`src/yuv420_defines.svh`:
```
`ifndef YUV420_DEFINES_SVH
`define YUV420_DEFINES_SVH

// beat type field
`define YUV_DTYPE_WIDTH 4

// beat codes, bit 3 marks a pixel
`define YUV_DT_FRAME_START  4'd0
`define YUV_DT_FRAME_END    4'd1
`define YUV_DT_HEADER_START 4'd2
`define YUV_DT_HEADER       4'd3
`define YUV_DT_HEADER_END   4'd4
`define YUV_DT_ROW_START    4'd5
`define YUV_DT_ROW_END      4'd6
`define YUV_DT_PIXEL        4'd8

// frame dimensions
`define YUV_MAX_COLS   1288
`define YUV_DIM_WIDTH  11
`define YUV_RESET_ROWS 720
`define YUV_RESET_COLS 1280

// metadata bits dropped to form the raw byte
`define YUV_RAW_SHIFT 0

// output word and accumulator widths
`define YUV_WORD_WIDTH 32
`define YUV_OBUF_WIDTH 56

`endif

```
`src/yuv420_pkg.sv`:
```
`include "yuv420_defines.svh"

package yuv420_pkg;

   // beat type carried with every beat
   typedef logic [`YUV_DTYPE_WIDTH-1:0] dtype_t;

   // one 8-bit sample of y, u or v
   typedef logic [7:0] pixel_t;

   // row or column count
   typedef logic [`YUV_DIM_WIDTH-1:0] dim_t;

   typedef logic [15:0] meta_t;

   // packed output word
   typedef logic [`YUV_WORD_WIDTH-1:0] word_t;

endpackage

```
`src/frame_geometry.sv`:
```
`timescale 1ns/100ps
`include "yuv420_defines.svh"

module frame_geometry (
   input  logic               clk,
   input  logic               resetb,
   input  logic               dvi,
   input  yuv420_pkg::dtype_t dtypei,
   output yuv420_pkg::dim_t   col_pos,
   output logic               uv_slot,
   output yuv420_pkg::dim_t   num_rows,
   output yuv420_pkg::dim_t   num_cols
);

   yuv420_pkg::dim_t row_pos;
   logic             pixel;
   logic             frame_start;
   logic             frame_end;
   logic             row_start;
   logic             row_end;

   assign pixel       = dvi && ((dtypei & `YUV_DT_PIXEL) != '0);
   assign frame_start = dvi && (dtypei == `YUV_DT_FRAME_START);
   assign frame_end   = dvi && (dtypei == `YUV_DT_FRAME_END);
   assign row_start   = dvi && (dtypei == `YUV_DT_ROW_START);
   assign row_end     = dvi && (dtypei == `YUV_DT_ROW_END);

   // u and v are emitted at the bottom right pixel of each 2x2 block
   assign uv_slot = row_pos[0] && col_pos[0];

   always_ff @(posedge clk or negedge resetb) begin
      if (!resetb) begin
         row_pos  <= '0;
         col_pos  <= '0;
         num_rows <= yuv420_pkg::dim_t'(`YUV_RESET_ROWS);
         num_cols <= yuv420_pkg::dim_t'(`YUV_RESET_COLS);
      end else begin
         if (frame_start) begin
            row_pos <= '0;
         end else if (row_end) begin
            row_pos <= row_pos + 1'b1;
         end else if (frame_end) begin
            // whole 2x2 blocks only
            num_rows <= {row_pos[`YUV_DIM_WIDTH-1:1], 1'b0};
            num_cols <= {col_pos[`YUV_DIM_WIDTH-1:1], 1'b0};
         end

         if (row_start) begin
            col_pos <= '0;
         end else if (pixel) begin
            col_pos <= col_pos + 1'b1;
         end
      end
   end

endmodule

```
`config.mk`:
```
export PLATFORM = sky130hd
export DESIGN_NAME = frame_geometry
export DESIGN_NICKNAME = d
export VERILOG_FILES = /design/src/yuv420_pkg.sv /design/src/frame_geometry.sv
export VERILOG_INCLUDE_DIRS = /design/src
export SDC_FILE = /design/constraint.sdc
export NUM_CORES = 1
export LEC_CHECK = 0
export BUFFER_PORTS_ARGS = -buffer_cell sky130_fd_sc_hd__buf_2
export CORE_ASPECT_RATIO = 1.2
export CORE_MARGIN = 2
export CORE_UTILIZATION = 50
export DETAILED_ROUTE_END_ITERATION = 10
export GPL_TIMING_DRIVEN = 0
export PLACE_DENSITY_LB_ADDON = 0.2
export SYNTH_ARGS = -nofsm -noshare
export SYNTH_HDL_FRONTEND = slang
export SYNTH_SLANG_ARGS = --single-unit
export TNS_END_PERCENT = 5
```
`constraint.sdc`:
```
create_clock -name clk -period 1.95 [get_ports clk]
set_clock_uncertainty 0.15 [all_clocks]
set_input_delay 0.4875 -clock clk [delete_from_list [all_inputs] [get_ports clk]]
set_output_delay 0.4875 -clock clk [all_outputs]
set_load 0.05 [all_outputs]
```
==> impl_summary.txt, run 1 <==
----------------------------------------------------
[Layout]
  Commonest cells after routing, fill and taps aside ... sky130_fd_sc_hd__buf_2 (38), sky130_fd_sc_hd__dfrtp_1 (36), sky130_fd_sc_hd__mux2_1 (20)
  Final core occ ... 0.618
  Most frequent standard cell in the layout excluding fill and tap cells ... sky130_fd_sc_hd__buf_2
  Summed area of non-filler cells in the final layout ... ~2300 µm²
  Final-stage net count ... about 220
  Diodes inserted ... 0
  Synthesis-to-layout area growth ... 17.4%
  Layout cells sized above 1 ... 0.275

[Synthesis]
  Number of enable flip-flop cells after synthesis ... 0
  Synth Cell Area ... between 1500 and 2000 µm²
  Synthesized netlist cell count ... 166
  Proportion of synthesized area in mux cells ... 0.126
  Count of yosys warnings during synthesis ... 0
  Average cell area after synthesis ... roughly 12 µm²
  Sequential element share of the synthesized area ... 0.544
  Fraction of registers with async set or reset after synthesis ... 1.00
  Post-synthesis simple-gate area fraction ... 0.196
  Number of storage elements in the synthesis netlist ... between 40 and 50
  Most instantiated flip-flop cell in the synthesis netlist ... sky130_fd_sc_hd__dfrtp_1
  Largest family of logic cells by synthesized area ... simple AND/OR/NAND/NOR gates
  Xor/xnor cell area share of the yosys netlist ... 0.0541
  Distinct cells, synth ... 38
  Compound-gate portion of the synthesized area ... 0.0380
  Post-Synth Adder-Cell Area ... 0.0129

[Worst setup path]
  Maximum fanout encountered on the critical timing path ... 10
  List of cells traversed by the critical path ... buf_2, nor2b_1, and4bb_2, buf_2, mux2_1
  Required time at the endpoint of the critical path ... 1.97 ns
  Maximum single-stage delay on the critical path ... roughly 0.36 ns
  Worst path most repeated cell ... sky130_fd_sc_hd__buf_2
  Crit path DAT ... around 1.8 ns
  Cell type of the slowest stage on the worst timing path ... sky130_fd_sc_hd__mux2_1
  Worst setup path category ... in2reg
  Crit path launch type ... input port
  Critical path capture point type ... register

[Timing]
  Share of the clock period used by the worst path after layout ... 0.905
  RSZ-0062 raised after global routing ... false
  Time the worst path needs with I/O delays and setup ... roughly 1.8 ns
  Slew @ Worst Pin ... ~0.91 ns
  Setup violators final ... 0
  Number of endpoints with negative hold slack in the final report ... 0
  Slew headroom ... 0.391
  FMAX ... 0.567 GHz
  Crit path setup slack, layout ... around 0.19 ns
  Max Transition Viols Final ... 0

[Global routing]
  First-pass GRT wire length ... between 6 and 7 mm
  Via count of the first global-routing pass ... roughly 1400
  Pin count of the biggest net entering global routing ... 43
  Antenna violations before repair ... 0
  Sum of overflow across all layers after global routing ... 0
  All-Layer GR Usage ... 0.196

[Clocking]
  Resized Gates After CTS ... 0
  Total of hold buffers inserted after clock tree synthesis ... 0
  Latest clock arrival within the worst-skew pair ... 0.29 ns
  Clock sink count ... 42
  Maximum count of clock buffers along a single path ... 2
  Number of buffers created by CTS ... 5
  Buffers inserted during post-CTS setup optimization ... 0
  Library cell used as clock root buffer ... sky130_fd_sc_hd__clkbuf_8
  CTS HTree Levels ... 2
  Clock tree from TritonCTS ... yes
  Clock slew seen by the registers of the worst setup and hold paths ... roughly 0.070 ns

[Detailed routing]
  Detail-routed via count per cell ... 5.43
  Total vias in the final route ... between 1000 and 1500
  Drt first-iter violations ... 30
  Routed length per instance ... roughly 15 µm
  Detailed-route DRC error count ... 0
  Antenna viol nets, final ... 0
  Routed WL ... slightly below 4 mm
  Pre-antenna DRT Iters ... 4

[Place]
  Count of buffers from port buffering ... 36
  Detailed Place HPWL ... approximately 2.8 mm
  Placed cell areas ... approximately 2200 µm²
  DP Worst Slack ... -0.127 ns
  Final weighted congestion in routability-driven placement ... between 0.8 and 0.9

[Pwr]
  Leakage power ... 1.15 nW
  Worst ir drop on vdd ... roughly 590 µV
  Total power per unit cell area ... slightly above 1000 nW/µm²

[Floorplan]
  Die height ... a little over 70 µm
  Starting Density ... 0.526
  Top-Level Pins ... between 40 and 50
  Overall die width ... slightly above 60 µm
  Area of the die ... 4410 µm²
  Placeable core region ... between 3000 and 4000 µm²
  Cell Rows ... 24

[Outcome]
  Outcome ... complete, no violations

[Min path]
  Worst hold path type ... in2async

[Flow run]
  Number of maximum-capacitance violations ... 0

----------------------------------------------------
-- synthesized netlist by cell type (2+ instances only) --
master	instances	area [µm²]
sky130_fd_sc_hd__dfrtp_1	36	901
sky130_fd_sc_hd__mux2_1	20	225
sky130_fd_sc_hd__nand2_1	13	48.8
sky130_fd_sc_hd__nor2_1	13	48.8
sky130_fd_sc_hd__nand4_1	7	43.8
sky130_fd_sc_hd__dfstp_2	6	158
sky130_fd_sc_hd__nand3_1	6	30.0
sky130_fd_sc_hd__xnor2_1	6	52.6
sky130_fd_sc_hd__xor2_1	6	52.6
sky130_fd_sc_hd__a21oi_1	5	25.0
sky130_fd_sc_hd__or3_1	5	31.3
sky130_fd_sc_hd__o21ai_0	4	20.0
sky130_fd_sc_hd__and2_1	3	18.8
sky130_fd_sc_hd__buf_4	3	22.5
sky130_fd_sc_hd__nor3_1	3	15.0
sky130_fd_sc_hd__and4_1	2	17.5
sky130_fd_sc_hd__buf_2	2	10.0
sky130_fd_sc_hd__ha_1	2	25.0
sky130_fd_sc_hd__mux2i_1	2	20.0
sky130_fd_sc_hd__nand4b_1	2	17.5
sky130_fd_sc_hd__o21a_1	2	15.0
sky130_fd_sc_hd__or2_1	2	12.5
-- registers in the layout, indices dropped and copies added (netlist names) --
signal	cells
num_rows	10
num_cols	10
col_pos	11
row_pos	11
-- metrics by stage --
step	hold WS (ns)	instances	setup TNS (ns)	total power [mW]
finish	0.179	263	0	2.32
global route	0.275	263	0	2.44
CTS	0.213	263	0	2.35
detailed placement	0.324	255	-1.12	1.78
global placement	0.313	255	-0.522	1.75
floorplan	0.0419	167	0	1.60
-- critical path: cells and delay by family --
kind / cells / cell delay (ns)
buf+inv: 2 / 0.47
mux: 1 / 0.36
simple gates: 2 / 0.48
-- power breakdown --
group	internal, mW	switching (mW)
sequential	0.983	0.114
clock	0.289	0.280
combinational	0.166	0.493
-- logic make-up after synthesis --
logic type               after synthesis
XOR/XNOR                              12
AND/OR/NAND/NOR                       66
buffers and inverters                  8
AO/OA/AOI/OAI                         13
adder cells (fa/ha/maj)                2
flip-flops                            42
other                                  1
multiplexers                          22
-- final cells by class --
type                       instances  area [µm²]
inverter                           1        3.75
multi-input combinational        117         838
sequential                        42        1060
tap                               52        65.1
buffer                             7        47.5
clock buffer                       8        90.1
fill                             324        1410
timing repair buffer              36         180
-- worst paths after layout --
check / start / endpoint / slack [ns] / depth (start not counted)
max reg2reg: row_pos[3] / row_pos[10] / 0.29 / 4
max: dvi / num_rows[5] / 0.19 / 5
max in group asynchronous: resetb / col_pos[2] / 0.91 / 1
min: resetb / num_rows[10] / 0.18 / 1
min reg2reg: num_rows[8] / num_rows[8] / 0.33 / 1
min in group clk: dtypei[3] / col_pos[1] / 0.33 / 3
-- layer usage --
layer | share of wire | track usage | vias up
met5 | 0 | 0 | -
met3 | 0.039 | 0.0428 | 10
met1 | 0.44 | 0.232 | 706
met4 | 0.026 | 0.0942 | 0
met2 | 0.49 | 0.330 | 39
li1 | - | - | 672
Power figures use the tool's default switching activity.
==> inputs of run 2 (changes only) <==
--- a/config.mk
+++ b/config.mk
@@ -13,6 +13,7 @@
 export DETAILED_ROUTE_END_ITERATION = 10
 export GPL_TIMING_DRIVEN = 0
 export PLACE_DENSITY_LB_ADDON = 0.2
+export SETUP_SLACK_MARGIN = 0.2
 export SYNTH_ARGS = -nofsm -noshare
 export SYNTH_HDL_FRONTEND = slang
 export SYNTH_SLANG_ARGS = --single-unit
==> run 2 against run 1 <==
Against the previous run: combinational power increased by 9.4%; register-to-register slack about the same; non-clock buffer count is 3 higher; sequential share of layout area fell by 0.77 points; final area is 1.8% higher; fmax grew 1.7%; critical path depth shrank 4; critical endpoint is now num_rows[6]; largest cell class unchanged.
==> impl_summary.txt, run 2 (synthesis results as in run 1) <==
----------------------------------------------------
[Outcome]
  Outcome ... complete, no violations

[Worst setup path]
  Largest delay contributor family on the critical path ... flip-flops
  Critical path capture point type ... primary output
  Maximum single-stage delay on the critical path ... around 0.54 ns
  Worst setup slack for register-to-register paths ... 0.30 ns
  Crit path launch type ... register
  Crit path from ... num_rows[6]
  List of cells traversed by the critical path ... buf_2
  Worst setup path endpoint ... num_rows[6]
  Crit path DAT ... 1.10 ns
  Maximum fanout encountered on the critical timing path ... 2
  R2r worst-path depth ... 4
  Worst setup path category ... reg2out
  Critical R2R Capture ... row_pos[10]
  Cell type of the slowest stage on the worst timing path ... sky130_fd_sc_hd__dfstp_2
  Worst r2r src ... row_pos[1]
  Crit path depth ... 1
  Required time at the endpoint of the critical path ... ~1.3 ns
  Sum of buffers and inverters on the critical path ... 1

[Clocking]
  Number of buffers created by CTS ... 5
  Clock sink count ... 42
  Clock tree from TritonCTS ... yes
  Total of hold buffers inserted after clock tree synthesis ... 0
  CTS HTree Levels ... 2
  Maximum count of clock buffers along a single path ... 2
  Library cell used as clock root buffer ... sky130_fd_sc_hd__clkbuf_8
  Latest clock arrival within the worst-skew pair ... 0.30 ns
  Clock slew seen by the registers of the worst setup and hold paths ... 0.08 ns

[Detailed routing]
  Routed WL ... just under 4 mm
  Detailed-route DRC error count ... 0
  Pre-antenna DRT Iters ... 4
  Antenna viol nets, final ... 0
  Routed length per instance ... ~15 µm
  Total vias in the final route ... about 1400
  Drt first-iter violations ... 38
  Detail-routed via count per cell ... approximately 5.4

[Floorplan]
  Overall die width ... slightly above 60 µm
  Die height ... 72.3 µm
  Top-Level Pins ... slightly above 40
  Starting Density ... 0.526
  Placeable core region ... around 3700 µm²
  Cell Rows ... 24
  Area of the die ... around 4400 µm²

[Timing]
  FMAX ... 0.576 GHz
  Time the worst path needs with I/O delays and setup ... between 1.5 and 2 ns
  Slew headroom ... 0.397
  Accumulated negative setup slack ... 0 ns
  Share of the clock period used by the worst path after layout ... 0.890
  Number of endpoints with negative hold slack in the final report ... 0
  RSZ-0062 raised after global routing ... true
  Slew @ Worst Pin ... 0.904 ns
  Setup violators final ... 0
  Crit path setup slack, layout ... 0.215 ns
  Max Transition Viols Final ... 0

[Place]
  Count of buffers from port buffering ... 36
  Final weighted congestion in routability-driven placement ... a little under 0.8
  DP Worst Slack ... -0.0466 ns
  Detailed Place HPWL ... around 2.8 mm

[Min path]
  Worst hold path type ... in2async

[Global routing]
  All-Layer GR Usage ... 0.205
  Sum of overflow across all layers after global routing ... 0
  Antenna violations before repair ... 0
  Pin count of the biggest net entering global routing ... 43
  First-pass GRT wire length ... between 6 and 7 mm
  Via count of the first global-routing pass ... between 1000 and 1500

[Pwr]
  Worst ir drop on vdd ... approximately 870 µV
  Leakage power ... around 1.2 nW
  Total power per unit cell area ... slightly above 1000 nW/µm²

[Layout]
  Registers with the most flip-flops ... col_pos (11), row_pos (11)
  Layout cells sized above 1 ... 0.308
  Commonest cells after routing, fill and taps aside ... sky130_fd_sc_hd__buf_2 (36), sky130_fd_sc_hd__dfrtp_1 (35), sky130_fd_sc_hd__mux2_1 (20)
  Most frequent standard cell in the layout excluding fill and tap cells ... sky130_fd_sc_hd__buf_2
  Synthesis-to-layout area growth ... 19.6%
  Final-stage net count ... ~220
  Layout fillers ... roughly 330
  Diodes inserted ... 0

[Flow run]
  Number of maximum-capacitance violations ... 0

----------------------------------------------------
-- run 2: cell types whose count changed in the layout (fill, tap and decap cells not counted), sizes merged --
cell / previous run / this run
clkbuf: 9 / 7
buf: 42 / 45
clkinv: 0 / 1
clkinvlp: 0 / 1
-- run 2: worst min path at each step --
stage	startpoint	end	slack (ns)
finish	resetb	num_rows[8]	0.16
global route	resetb	num_rows[8]	0.24
CTS	resetb	num_rows[8]	0.19
detailed placement	num_cols[1]	num_cols[1]	0.32
global placement	num_cols[6]	num_cols[6]	0.31
floorplan	resetb	col_pos[0]	0.04
-- run 2: per-layer routing --
layer | global-route usage | wire length (µm)
met3 | 0.0606 | 173
met2 | 0.339 | 1930
met1 | 0.251 | 1690
met4 | 0.0749 | 79
met5 | 0 | 0
-- run 2: cell type report --
cell class / instances / area (µm²) / share of cell area
Clock buffer: 6 / 82.6 / 0.0355
Sequential cell: 42 / 1060 / 0.456
Multi-Input combinational cell: 117 / 842 / 0.362
Clock inverter: 2 / 12.5 / 0.00538
Timing Repair Buffer: 39 / 209 / 0.0899
Buffer: 7 / 50.0 / 0.0215
Tap cell: 52 / 65.1 / 0.0280
Inverter: 1 / 3.75 / 0.00161
-- run 2: repair_timing --
item	in CTS	in global routing
endpoints found under the setup margin	1	26
gates resized for setup	2	2
pin swaps	0	1
setup buffers	2	1
-- run 2: report_power, final --
part           total, mW  internal, mW  switching [mW]
Sequential          1.09         0.983           0.105
Clock              0.596         0.285           0.312
Combinational      0.721         0.204           0.517
-- run 2: metrics by stage --
| stage | power (mW) | hold slack (ns) | utilization | instance area, µm² | std cells |
|---|---|---|---|---|---|
| after global placement | 1.75 | 0.312 | 0.595 | 2200 | 255 |
| final | 2.40 | 0.158 | 0.629 | 2320 | 266 |
| after CTS | 2.42 | 0.194 | 0.626 | 2310 | 265 |
| after floorplan | 1.60 | 0.0419 | - | 1950 | 167 |
| after global routing | 2.51 | 0.241 | 0.629 | 2320 | 266 |
| after detailed placement | 1.78 | 0.320 | 0.595 | 2200 | 255 |
